===== src/synth_audio_pkg.sv =====
package synth_audio_pkg;

    //////////////////////////////////////////////////////////////
    // Widths and divider constants
    //////////////////////////////////////////////////////////////
    localparam int VOICES      = 8;
    localparam int DATA_WIDTH  = 16;
    localparam int ACC_WIDTH   = DATA_WIDTH + $clog2(VOICES);  // Headroom for eight voices
    localparam int LRCK_HALF   = 32;                     // AUDIO_CLK cycles per LRCK half
    localparam int BCK_HALF    = 1;                      // AUDIO_CLK cycles per BCLK half
    localparam int LRCK_CNT_W  = $clog2(LRCK_HALF + 1);
    localparam int BCK_CNT_W   = $clog2(BCK_HALF + 1);
    localparam int FRAME_BITS  = 2 * DATA_WIDTH;         // Left then right
    localparam int FRAME_CNT_W = $clog2(FRAME_BITS + 1);

    typedef logic signed [DATA_WIDTH-1:0] sample_t;
    typedef logic signed [ACC_WIDTH-1:0]  mix_acc_t;
    typedef logic [VOICES-1:0]            voice_mask_t;
    typedef logic [$clog2(VOICES)-1:0]    voice_idx_t;
    typedef logic [3:0]                   reg_addr_t;
    typedef logic [1:0]                   atten_t;

    // Full scale limits for the saturating output
    localparam sample_t SAMPLE_MAX = 16'sh7FFF;
    localparam sample_t SAMPLE_MIN = 16'sh8000;

    //////////////////////////////////////////////////////////////
    // Register map
    //////////////////////////////////////////////////////////////
    localparam reg_addr_t REG_LEVEL_BASE = 4'd0;  // Levels at 0 to 7
    localparam reg_addr_t REG_LEFT_MASK  = 4'd8;
    localparam reg_addr_t REG_RIGHT_MASK = 4'd9;
    localparam reg_addr_t REG_ATTEN      = 4'd10; // Anything above is invalid

    // Mixer sequencing
    typedef enum logic [1:0] {MIX_IDLE, MIX_ACCUM, MIX_DONE} mix_state_e;

endpackage

===== src/synth_audio_top.sv =====
`timescale 1ns/10ps

module synth_audio_top (
    input  logic                      AUDIO_CLK,
    input  logic                      reset_reg_N,
    input  logic                      reg_wr,
    input  synth_audio_pkg::reg_addr_t reg_addr,
    input  synth_audio_pkg::sample_t   reg_wdata,
    output logic                      aud_lrck,
    output logic                      aud_bclk,
    output logic                      aud_dacdat,
    output logic                      bad_addr
);
    import synth_audio_pkg::*;

    logic        frame_start;   // Start of left channel
    logic        bclk_fall;
    voice_idx_t  voice_idx;
    sample_t     voice_level;
    voice_mask_t left_mask;
    voice_mask_t right_mask;
    atten_t      atten;
    sample_t     mix_left;
    sample_t     mix_right;
    logic        mix_valid;

    //////////////////////////////////////////////////////////////
    // Clocking, registers, mixing, DAC output
    //////////////////////////////////////////////////////////////
    audio_clk_gen u_clk_gen (
        .AUDIO_CLK   (AUDIO_CLK),
        .reset_reg_N (reset_reg_N),
        .aud_lrck    (aud_lrck),
        .aud_bclk    (aud_bclk),
        .frame_start (frame_start),
        .bclk_fall   (bclk_fall)
    );

    voice_reg_decode u_decode (
        .AUDIO_CLK   (AUDIO_CLK),
        .reset_reg_N (reset_reg_N),
        .reg_wr      (reg_wr),
        .reg_addr    (reg_addr),
        .reg_wdata   (reg_wdata),
        .voice_idx   (voice_idx),
        .voice_level (voice_level),
        .left_mask   (left_mask),
        .right_mask  (right_mask),
        .atten       (atten),
        .bad_addr    (bad_addr)
    );

    voice_mixer u_execute (
        .AUDIO_CLK   (AUDIO_CLK),
        .reset_reg_N (reset_reg_N),
        .frame_start (frame_start),
        .voice_level (voice_level),
        .left_mask   (left_mask),
        .right_mask  (right_mask),
        .atten       (atten),
        .voice_idx   (voice_idx),
        .mix_left    (mix_left),
        .mix_right   (mix_right),
        .mix_valid   (mix_valid)
    );

    i2s_serializer u_result (
        .AUDIO_CLK   (AUDIO_CLK),
        .reset_reg_N (reset_reg_N),
        .frame_start (frame_start),
        .bclk_fall   (bclk_fall),
        .mix_left    (mix_left),
        .mix_right   (mix_right),
        .mix_valid   (mix_valid),
        .aud_dacdat  (aud_dacdat)
    );

endmodule


===== src/i2s_serializer.sv =====
`timescale 1ns/10ps

module i2s_serializer (
    input  logic                    AUDIO_CLK,
    input  logic                    reset_reg_N,
    input  logic                    frame_start,
    input  logic                    bclk_fall,
    input  synth_audio_pkg::sample_t mix_left,
    input  synth_audio_pkg::sample_t mix_right,
    input  logic                    mix_valid,
    output logic                    aud_dacdat
);
    import synth_audio_pkg::*;

    sample_t                hold_left;     // Last finished mix
    sample_t                hold_right;
    logic [FRAME_BITS-1:0]  shreg;         // Left MSB on top
    logic [FRAME_CNT_W-1:0] bit_cnt;       // Bits sent this frame
    logic                   shift_en;

    // Stop after a full frame if the next load is late
    assign shift_en = bclk_fall && (bit_cnt != FRAME_CNT_W'(FRAME_BITS));

    //////////////////////////////////////////////////////////////
    // Load and shift
    //////////////////////////////////////////////////////////////
    // Load lands between the LRCK edge and the next BCLK fall
    // The fall on each LRCK edge still carries the previous LSB
    // which gives the one-bit I2S delay on both channels
    always_ff @(posedge AUDIO_CLK or negedge reset_reg_N)
    begin
        if (!reset_reg_N)
        begin
            hold_left  <= '0;
            hold_right <= '0;
            shreg      <= '0;
            bit_cnt    <= '0;
            aud_dacdat <= 1'b0;
        end
        else
        begin
            if (mix_valid)
            begin
                hold_left  <= mix_left;
                hold_right <= mix_right;
            end

            if (frame_start)
            begin
                shreg   <= {hold_left, hold_right};   // Previous frame's mix
                bit_cnt <= '0;
            end
            else if (shift_en)
            begin
                aud_dacdat <= shreg[FRAME_BITS-1];     // Changes with BCLK fall
                shreg      <= {shreg[FRAME_BITS-2:0], 1'b0};
                bit_cnt    <= bit_cnt + 1'b1;
            end
        end
    end

endmodule


===== src/voice_mixer.sv =====
`timescale 1ns/10ps

module voice_mixer (
    input  logic                        AUDIO_CLK,
    input  logic                        reset_reg_N,
    input  logic                        frame_start,
    input  synth_audio_pkg::sample_t     voice_level,
    input  synth_audio_pkg::voice_mask_t left_mask,
    input  synth_audio_pkg::voice_mask_t right_mask,
    input  synth_audio_pkg::atten_t      atten,
    output synth_audio_pkg::voice_idx_t  voice_idx,
    output synth_audio_pkg::sample_t     mix_left,
    output synth_audio_pkg::sample_t     mix_right,
    output logic                        mix_valid
);
    import synth_audio_pkg::*;

    mix_state_e state;
    mix_acc_t   acc_left;
    mix_acc_t   acc_right;
    mix_acc_t   lvl_ext;     // Sign extended level
    mix_acc_t   add_left;
    mix_acc_t   add_right;

    // Shift first, then clamp to 16 bits
    function automatic sample_t atten_sat(input mix_acc_t sum, input atten_t sh);
        mix_acc_t shifted;
        shifted = sum >>> sh;
        if (shifted > mix_acc_t'(SAMPLE_MAX))
            return SAMPLE_MAX;
        else if (shifted < mix_acc_t'(SAMPLE_MIN))
            return SAMPLE_MIN;
        else
            return sample_t'(shifted);
    endfunction

    assign lvl_ext   = mix_acc_t'(voice_level);
    assign add_left  = left_mask[voice_idx]  ? lvl_ext : '0;   // Masked off adds zero
    assign add_right = right_mask[voice_idx] ? lvl_ext : '0;

    //////////////////////////////////////////////////////////////
    // Voice walk, voice 0 is summed in the frame_start cycle
    //////////////////////////////////////////////////////////////
    always_ff @(posedge AUDIO_CLK or negedge reset_reg_N)
    begin
        if (!reset_reg_N)
        begin
            state     <= MIX_IDLE;
            voice_idx <= '0;
            acc_left  <= '0;
            acc_right <= '0;
            mix_left  <= '0;
            mix_right <= '0;
            mix_valid <= 1'b0;
        end
        else
        begin
            mix_valid <= 1'b0;
            case (state)
                MIX_IDLE:
                begin
                    if (frame_start)
                    begin
                        acc_left  <= add_left;    // Fresh sum
                        acc_right <= add_right;
                        voice_idx <= voice_idx + 1'b1;
                        state     <= MIX_ACCUM;
                    end
                end
                MIX_ACCUM:   // frame_start ignored here
                begin
                    acc_left  <= acc_left + add_left;
                    acc_right <= acc_right + add_right;
                    if (voice_idx == voice_idx_t'(VOICES - 1))
                    begin
                        voice_idx <= '0;
                        state     <= MIX_DONE;
                    end
                    else
                        voice_idx <= voice_idx + 1'b1;
                end
                MIX_DONE:
                begin
                    mix_left  <= atten_sat(acc_left, atten);
                    mix_right <= atten_sat(acc_right, atten);
                    mix_valid <= 1'b1;     // 9 cycles after frame_start
                    state     <= MIX_IDLE;
                end
                default:
                    state <= MIX_IDLE;
            endcase
        end
    end

endmodule


===== src/voice_reg_decode.sv =====
`timescale 1ns/10ps

module voice_reg_decode (
    input  logic                        AUDIO_CLK,
    input  logic                        reset_reg_N,
    input  logic                        reg_wr,
    input  synth_audio_pkg::reg_addr_t   reg_addr,
    input  synth_audio_pkg::sample_t     reg_wdata,
    input  synth_audio_pkg::voice_idx_t  voice_idx,
    output synth_audio_pkg::sample_t     voice_level,
    output synth_audio_pkg::voice_mask_t left_mask,
    output synth_audio_pkg::voice_mask_t right_mask,
    output synth_audio_pkg::atten_t      atten,
    output logic                        bad_addr
);
    import synth_audio_pkg::*;

    sample_t   level_q [VOICES];   // One level per voice
    reg_addr_t lvl_off;
    logic      wr_level;
    logic      wr_left;
    logic      wr_right;
    logic      wr_atten;
    logic      wr_bad;

    // Address decode
    assign lvl_off  = reg_addr - REG_LEVEL_BASE;
    assign wr_level = reg_wr && (lvl_off < reg_addr_t'(VOICES));
    assign wr_left  = reg_wr && (reg_addr == REG_LEFT_MASK);
    assign wr_right = reg_wr && (reg_addr == REG_RIGHT_MASK);
    assign wr_atten = reg_wr && (reg_addr == REG_ATTEN);
    assign wr_bad   = reg_wr && (reg_addr > REG_ATTEN);   // 11 to 15

    assign voice_level = level_q[voice_idx];  // Mixer read port

    always_ff @(posedge AUDIO_CLK or negedge reset_reg_N)
    begin
        if (!reset_reg_N)
        begin
            for (int i = 0; i < VOICES; i++)
                level_q[i] <= '0;
            left_mask  <= '0;
            right_mask <= '0;
            atten      <= '0;
            bad_addr   <= 1'b0;
        end
        else
        begin
            if (wr_level)
                level_q[voice_idx_t'(lvl_off)] <= reg_wdata;
            if (wr_left)
                left_mask <= reg_wdata[VOICES-1:0];   // Low byte only
            if (wr_right)
                right_mask <= reg_wdata[VOICES-1:0];
            if (wr_atten)
                atten <= reg_wdata[1:0];
            bad_addr <= wr_bad;   // Pulse, nothing else touched
        end
    end

endmodule


===== src/audio_clk_gen.sv =====
`timescale 1ns/10ps

module audio_clk_gen (
    input  logic AUDIO_CLK,
    input  logic reset_reg_N,
    output logic aud_lrck,
    output logic aud_bclk,
    output logic frame_start,
    output logic bclk_fall
);
    import synth_audio_pkg::*;

    logic [LRCK_CNT_W-1:0] lrck_cnt;   // Frame clock compare counter
    logic [BCK_CNT_W-1:0]  bck_cnt;    // Bit clock compare counter
    logic                  lrck_tick;
    logic                  bck_tick;

    // Compare hits, the outputs toggle on these
    assign lrck_tick = (lrck_cnt >= LRCK_CNT_W'(LRCK_HALF));
    assign bck_tick  = (bck_cnt >= BCK_CNT_W'(BCK_HALF));

    // High in the cycle that ends with BCLK dropping
    // Lets the serializer update data on the same edge
    assign bclk_fall = bck_tick & aud_bclk;

    //////////////////////////////////////////////////////////////
    // Divide-by-compare counters
    //////////////////////////////////////////////////////////////
    always_ff @(posedge AUDIO_CLK or negedge reset_reg_N)
    begin
        if (!reset_reg_N)
        begin
            lrck_cnt    <= '0;
            bck_cnt     <= '0;
            aud_lrck    <= 1'b0;
            aud_bclk    <= 1'b0;
            frame_start <= 1'b0;
        end
        else
        begin
            // LRCK
            if (lrck_tick)
            begin
                lrck_cnt <= LRCK_CNT_W'(1);   // Reload, not zero
                aud_lrck <= ~aud_lrck;
            end
            else
                lrck_cnt <= lrck_cnt + 1'b1;

            // BCLK
            if (bck_tick)
            begin
                bck_cnt  <= BCK_CNT_W'(1);
                aud_bclk <= ~aud_bclk;
            end
            else
                bck_cnt <= bck_cnt + 1'b1;

            frame_start <= lrck_tick & aud_lrck;  // First cycle of left channel
        end
    end

endmodule


===== config.mk =====
export PLATFORM = sky130hd
export DESIGN_NAME = synth_audio_top
export DESIGN_NICKNAME = d
export VERILOG_FILES = /design/src/synth_audio_pkg.sv /design/src/synth_audio_top.sv /design/src/i2s_serializer.sv /design/src/voice_mixer.sv /design/src/voice_reg_decode.sv /design/src/audio_clk_gen.sv
export SDC_FILE = /design/constraint.sdc
export NUM_CORES = 1
export LEC_CHECK = 0
export ABC_AREA = 0
export BUFFER_PORTS_ARGS = -buffer_cell sky130_fd_sc_hd__buf_2
export CELL_PAD_IN_SITES_DETAIL_PLACEMENT = 1
export CELL_PAD_IN_SITES_GLOBAL_PLACEMENT = 1
export CORE_ASPECT_RATIO = 1.2
export CORE_MARGIN = 1.5
export CORE_UTILIZATION = 40
export DETAILED_ROUTE_END_ITERATION = 10
export PLACE_DENSITY_LB_ADDON = 0.1
export SYNTH_ARGS = -nofsm -noshare
export SYNTH_HDL_FRONTEND = slang
export SYNTH_HIERARCHICAL = 1
export SYNTH_SLANG_ARGS = --single-unit

===== constraint.sdc =====
create_clock -name AUDIO_CLK -period 6.7 [get_ports AUDIO_CLK]
set_input_delay 0.335 -clock AUDIO_CLK [delete_from_list [all_inputs] [get_ports AUDIO_CLK]]
set_output_delay 0.335 -clock AUDIO_CLK [all_outputs]
set_load 0.02 [all_outputs]

==> results of run 1 <==
==> metal layers <==
metal | wire length (um) | part of all wire
met5 | 13 | 0.00030
met4 | 1580 | 0.037
met3 | 1110 | 0.026
met2 | 21200 | 0.50
met1 | 18700 | 0.44
==> synth_stat cells (all sizes together), types with 33 or more instances <==
| library cell | number | area, um2 |
|---|---|---|
| a21oi | 109 | 546 |
| buf | 50 | 288 |
| clkbuf | 63 | 399 |
| dfrtp | 304 | 7610 |
| ha | 42 | 526 |
| mux2 | 203 | 2330 |
| mux4 | 66 | 1490 |
| nand2 | 100 | 375 |
| nand3 | 51 | 255 |
| nor2 | 43 | 161 |
| nor2b | 36 | 225 |
| o21ai | 71 | 355 |
| o31a | 33 | 300 |
==> flip-flops by register name, indices dropped and copies added, names as in the netlist, 2 cells and up <==
signal,count
u_decode/level_q,128
u_result/shreg,32
u_execute/acc_left,19
u_execute/acc_right,19
u_execute/mix_left,16
u_execute/mix_right,16
u_result/hold_left,16
u_result/hold_right,16
u_decode/left_mask,8
u_decode/right_mask,8
u_clk_gen/lrck_cnt,6
u_result/bit_cnt,6
u_execute/voice_idx,3
u_decode/atten,2
u_execute/state,2
==> per-stage QoR <==
stage,hold slack [ns],power (mW),util,worst slack [ns],area (um2)
6_report,0.122,5.10,0.444,2.25,18600
5_1_grt,0.135,5.36,0.444,1.91,18600
4_1_cts,0.0924,5.20,0.444,2.19,18600
3_5_place_dp,0.457,3.20,0.416,2.24,17400
3_3_place_gp,0.441,3.17,0.416,2.26,17400
2_1_floorplan,0.0394,2.97,-,2.83,17100
==> logic make-up after synthesis <==
group | share of synthesized area
simple gates | 0.102
flops | 0.445
other cells | 0.000219
buf+inv | 0.0470
fa+ha+maj | 0.0331
compound gates | 0.129
xor+xnor | 0.0148
mux | 0.230
==> layout make-up <==
type / count / area, um2
fillers: 4450 / 23300
multi-input cells: 1017 / 8700
flip-flops and latches: 304 / 7610
clock buffers: 52 / 1030
well taps: 546 / 683
repair buffers: 55 / 373
clock inverters: 9 / 126
inverters: 23 / 86.3
==> path summary, 6_finish.rpt <==
| kind | start | end | slack (ns) |
|---|---|---|---|
| min in group asynchronous | reset_reg_N | u_clk_gen/aud_bclk$_DFFE_PN0P_ | 0.46 |
| max | u_execute/voice_idx[0]$_DFFE_PN0P_ | u_execute/acc_left[18]$_DFFE_PN0P_ | 2.25 |
| min reg2reg | u_clk_gen/bck_cnt$_DFF_PN0_ | u_clk_gen/aud_bclk$_DFFE_PN0P_ | 0.46 |
| max in group asynchronous | reset_reg_N | u_clk_gen/frame_start$_DFF_PN0_ | 4.65 |
| max reg2reg | u_execute/voice_idx[0]$_DFFE_PN0P_ | u_execute/acc_left[18]$_DFFE_PN0P_ | 2.25 |
| min | reg_wdata[10] | u_decode/level_q[90]$_DFFE_PN0P_ | 0.12 |
==> cell usage in the layout, fill, tap and decap left out, types with 5 or more instances in the layout <==
cell         n
dfrtp_1    301
o31a_1      24
clkbuf_1    10
o21ai_0     45
mux2_4      11
a22oi_1     12
a222oi_1     5
o31a_2       9
nand3_1     51
mux2_2     175
buf_2       25
o2bb2ai_1   31
xor2_1      22
and2_1       5
clkbuf_8     5
nand4_1      6
and3_1       5
a21o_1      13
buf_4       27
a21oi_1    109
xnor2_1      7
nor2b_1     35
or2b_2      15
ha_1        42
mux2_1      17
inv_1       21
nor3_1       7
o21a_1       6
nand2b_1    29
a31oi_1      5
nand2_1    100
nor2_1      41
nor3b_1      8
clkbuf_16   37
a211oi_1    18
mux2i_1      9
o21ai_1     26
mux4_2      66
==> power by group through the flow <==
stage	sequential (mW)	combinational, mW	clock, mW
global route	2.22	1.06	2.08
detailed placement	2.22	0.982	0
finish	2.19	0.968	1.95
floorplan	2.17	0.796	0
CTS	2.19	0.987	2.03
global placement	2.21	0.963	0
==> timing repair <==
| item | in CTS | in global routing |
|---|---|---|
| hold buffers | 1 | 0 |
| buffers inserted | 0 | 0 |
| hold endpoints to repair | 113 | 0 |
==> summary.txt, run 1 <==
Worst setup path
  • Critical-path cell with the highest stage delay: dfrtp_2
  • Crit-path leading delay family: compound AO/OA/AOI/OAI gates
  • CP Capture Type: register
  • Max stage delay on crit path: 0.78 ns
  • Worst path depth: 14
  • Crit-path max FO: 19
  • Crit Path Category: reg2reg
  • WP data arrival: 4.89 ns
  • Startpoint Class: register
  • Crit path cell chain: buf_4 > mux4_2 > mux2_2 > nor2b_1 > ha_1 > inv_1 > fa_1 > nor2b_1 > o31a_1 > a41o_1 > o31a_1 > a21o_1 > mux2_4 > o211ai_1
  • Worst R2R Path Depth: 14
  • Worst Path Required: 7.15 ns
  • CP Buf/Inv Count: 2

Logic synthesis
  • Synth Warn #: 6
  • Mapped Cells: 1460
  • Async SR Flop Fraction: 1.00
  • Number of flops mapped to enable cells by yosys: 0
  • Mapped Area: 0.0171 mm2
  • Mean post-synth cell area: 11.7 um2
  • Synthesized flop and latch total: 304
  • Post-synthesis sequential area ratio: 0.445
  • Netlist cell types: 77
  • Synthesized net count: 1527
  • Top FF cell, synth: dfrtp_1

Global routing
  • Top Usage Layer GRT: met2
  • Vias in the first global route: 12300
  • Grt ovf: 0
  • GRT met3 Usage: 0.0270
  • Initial antenna violation count: 3
  • Largest net degree at the start of global routing: 120
  • Global-route wire length before repair: 69900 um
  • Gr usage total: 0.202
  • GR met2 Demand/Resource: 0.347
  • Grt met1 use: 0.254

Timing
  • Slew Limit Fails: 0
  • Final hold violations: 0
  • F_max: 225 MHz
  • Setup TNS: 0 ns
  • RSZ-0062 raised after global routing: false
  • Crit share post-route: 0.664
  • Tmin final: 4.45 ns
  • Slew headroom: 0.264
  • Final Setup Violations: 0
  • Slew @ Worst Pin: 1.10 ns
  • Skew final: 0.0236 ns

Detailed routing
  • DRT iter0 DRCs: 440
  • Drt wl/cell: 21.3 um
  • Routed wire length: 42600 um
  • Detail Route Antenna Nets: 0
  • DR vias: 11500
  • Via density: 5.72
  • DRT Pass-1 Iters: 4
  • Drc violations: 0

Floorplanning
  • Die width: 192 um
  • Top Ports: 27
  • Placeable Area: 0.0420 mm2
  • Initial Util: 0.408
  • Die H: 230 um
  • Std-Cell Rows: 82
  • Die area: 0.0440 mm2

Run status
  • Status: completed

Pwr
  • Clock network power share: 0.382
  • Logic pwr share: 0.190
  • Net switching fraction of the power: 0.284
  • Max IR drop VDD: 0.000349 V
  • Sequential Power Share: 0.429
  • Pleak: 7.91 nW
  • Sw Pwr: 1.45 mW
  • Pint: 3.65 mW
  • PD cells: 274 mW/mm2

Clocking
  • Max Root-Sink Buffers: 3
  • CTS tree: built
  • Clk sinks: 304
  • CTS root buf: clkbuf_16
  • CTS Buf Count: 37
  • Worst skew pair latency: 0.54 ns
  • Post-cts resize count: 0
  • H-tree depth: 2
  • Reg clk slew, reported paths: 0.06 ns

Finish
  • Final net count: 1505
  • Antenna fix cells: 0
  • Final Instance Count excl. Fillers: 2006
  • Ratio of cells with drive above 1 in the final layout: 0.276
  • Layout area overhead: 8.84%

Placed design
  • Input/output buffers: 26
  • Placed Cells: 1944
  • Placer Congestion: 0.814
  • Post-DP HPWL: 28200 um

Min path
  • Hold Path Class: in2reg
  • Min-Delay Path Depth: 2

Run
  • Max-Cap Viols: 0
No activity file was read; power rests on OpenSTA's default activity.
==> run 2: changes to the inputs <==
Clock period 6.7 ns to 4.05 ns, I/O delays scaled along.
==> run 2 against run 1 <==
  * Sequential power is 68% higher
  * Global-route usage rose by 0.29 points
  * Clock-buffer cell count shrank 1
  * Via count up 1.6%
  * First-iteration DRC count up 4.5%
  * Clock skew is 0.0080 ns higher
  * Largest cell class unchanged
==> summary.txt, run 2 (synthesis results as in run 1) <==
Clocking
  • CTS root buf: clkbuf_16
  • Worst skew pair latency: 0.55 ns (about the same)
  • CTS Buf Count: 37 (unchanged)
  • CTS tree: built
  • Max Root-Sink Buffers: 3 (unchanged)
  • Clk sinks: 304 (unchanged)
  • Reg clk slew, reported paths: 0.06 ns (about the same)
  • H-tree depth: 2 (unchanged)

Placed design
  • Pre-CTS setup slack: 0.144 ns (-2.09 ns)
  • Placer Congestion: 0.842 (+3.4%)
  • Input/output buffers: 26 (unchanged)
  • Post-DP HPWL: 29200 um (+3.3%)

Detailed routing
  • Drt wl/cell: 21.3 um (about the same)
  • DR vias: 11700 (+1.6%)
  • DRT iter0 DRCs: 460 (+4.5%)
  • Via density: 5.72 (about the same)
  • Drc violations: 0 (unchanged)
  • Detail Route Antenna Nets: 0 (unchanged)
  • Routed wire length: 43300 um (+1.5%)
  • DRT Pass-1 Iters: 4 (unchanged)

Timing
  • Tmin final: 3.75 ns (-0.693 ns)
  • Slew Limit Fails: 0 (unchanged)
  • RSZ-0062 raised after global routing: false
  • Final worst slack: 0.297 ns (-1.96 ns)
  • Crit share post-route: 0.927 (+0.263)
  • Setup TNS: 0 ns (unchanged)
  • Skew final: 0.0316 ns (+0.00795 ns)
  • F_max: 266 MHz (+18%)
  • Slew @ Worst Pin: 1.14 ns (+0.0382 ns)
  • Final hold violations: 0 (unchanged)
  • Slew headroom: 0.239 (-0.0255)
  • Final Setup Violations: 0 (unchanged)

Finish
  • Most frequent cells in the layout: 300 x dfrtp_1, 175 x mux2_2, 109 x a21oi_1
  • Antenna fix cells: 0 (unchanged)
  • Layout area overhead: 10.9%
  • Largest registers: u_decode/level_q x128, u_result/shreg x32
  • Commonest non-fill, non-tap cell in the layout: dfrtp_1
  • Largest Register: u_decode/level_q
  • Final net count: 1530 (+1.7%)
  • Final Core Density: 0.452 (+0.00838)
  • Ratio of cells with drive above 1 in the final layout: 0.288 (+0.0124)
  • Max reg flops: 128 (unchanged)

Floorplanning
  • Die H: 230 um (unchanged)
  • Initial Util: 0.408 (unchanged)
  • Die area: 0.0440 mm2 (unchanged)
  • Top Ports: 27 (unchanged)
  • Die width: 192 um (unchanged)
  • Std-Cell Rows: 82 (unchanged)
  • Placeable Area: 0.0420 mm2 (unchanged)

Pwr
  • Clock network power share: 0.389 (+0.007)
  • Total power: 8.59 mW (+68%)
  • Sequential Power Share: 0.428 (about the same)
  • Pint: 6.13 mW (+68%)
  • Pleak: 8.08 nW (+2.2%)
  • Net switching fraction of the power: 0.286 (+0.00244)
  • Logic pwr share: 0.183 (-0.007)
  • Max IR drop VDD: 0.000519 V (+48%)
  • PD cells: 453 mW/mm2 (+65%)
  • Sw Pwr: 2.46 mW (+70%)

Global routing
  • Global-route wire length before repair: 71700 um (+2.7%)
  • Gr usage total: 0.205 (+0.00292)
  • Vias in the first global route: 12700 (+3.9%)
  • Largest net degree at the start of global routing: 113 (-5.8%)
  • Initial antenna violation count: 0 (-3)
  • Grt ovf: 0 (unchanged)

Worst setup path
  • CP Capture Type: register
  • WP data arrival: 4.15 ns (-0.74 ns)
  • Crit-path max FO: 7 (-12)
  • Worst Path Required: 4.45 ns (-2.70 ns)
  • Startpoint Class: register
  • Crit Path Category: reg2reg

Run status
  • Status: completed

Min path
  • Hold Path Class: in2reg

Run
  • Max-Cap Viols: 0 (unchanged)
==> run 2: power by group through the flow <==
stage / sequential (mW) / clock [mW] / combinational (mW)
2_1_floorplan: 3.60 / 0 / 1.32
3_3_place_gp: 3.71 / 0 / 1.55
3_5_place_dp: 3.73 / 0 / 1.59
4_1_cts: 3.67 / 3.46 / 1.60
5_1_grt: 3.73 / 3.57 / 1.72
6_report: 3.67 / 3.34 / 1.57
==> run 2: layer usage <==
layer	vias to the layer above	track usage	wire, um
li1	5388	-	-
met1	6048	0.261	18800
met2	153	0.362	22400
met3	70	0.0236	1060
met4	0	0.0588	1020
met5	-	0	0
==> run 2: repair_timing <==
action,CTS,global route
hold buffers,10,0
setup buffers,0,4
endpoints found under the setup margin,0,8
hold endpoints to repair,155,0
gates resized for setup,0,3
==> run 2: worst paths after layout <==
kind / from / end / slack [ns] / depth (start not counted)
setup reg to reg: u_execute/voice_idx[0]$_DFFE_PN0P_ / u_execute/acc_left[18]$_DFFE_PN0P_ / 0.30 / 14
min in group asynchronous: reset_reg_N / u_clk_gen/bck_cnt$_DFF_PN0_ / 0.31 / 2
hold reg to reg: u_clk_gen/bck_cnt$_DFF_PN0_ / u_clk_gen/aud_bclk$_DFFE_PN0P_ / 0.46 / 1
max in group asynchronous: reset_reg_N / u_decode/level_q[106]$_DFFE_PN0P_ / 2.71 / 3
hold / removal: reg_wdata[11] / u_decode/level_q[43]$_DFFE_PN0P_ / 0.02 / 2
setup / recovery: u_execute/voice_idx[0]$_DFFE_PN0P_ / u_execute/acc_left[18]$_DFFE_PN0P_ / 0.30 / 14
==> run 2: area by class of cell <==
class | count | area [um2]
Fill cell | 4379 | 23000
Multi-Input combinational cell | 1017 | 8710
Sequential cell | 304 | 7610
Clock buffer | 51 | 1050
Tap cell | 546 | 683
Timing Repair Buffer | 80 | 633
Clock inverter | 16 | 193
Inverter | 23 | 86.3
==> run 2: metrics by stage <==
step / instance area [um2] / cells / hold WS [ns]
floorplan: 17100 / 1460 / -0.0931
global placement: 17600 / 1956 / 0.349
detailed placement: 17600 / 1956 / 0.353
CTS: 18900 / 2033 / 0.00242
global route: 19000 / 2037 / 0.0189
finish: 19000 / 2037 / 0.0203
==> run 2: worst max-delay path, stage by stage, from the launching register on <==
cell and delay (ns):
dfrtp_4 0.48, buf_4 0.17, mux4_2 0.49, mux2_2 0.33, nor2b_1 0.15, ha_1 0.21
inv_1 0.08, fa_1 0.21, nor2b_1 0.07, o31a_1 0.28, a41o_1 0.27, o31a_1 0.32
a21o_1 0.20, a211oi_1 0.24, o211ai_1 0.10
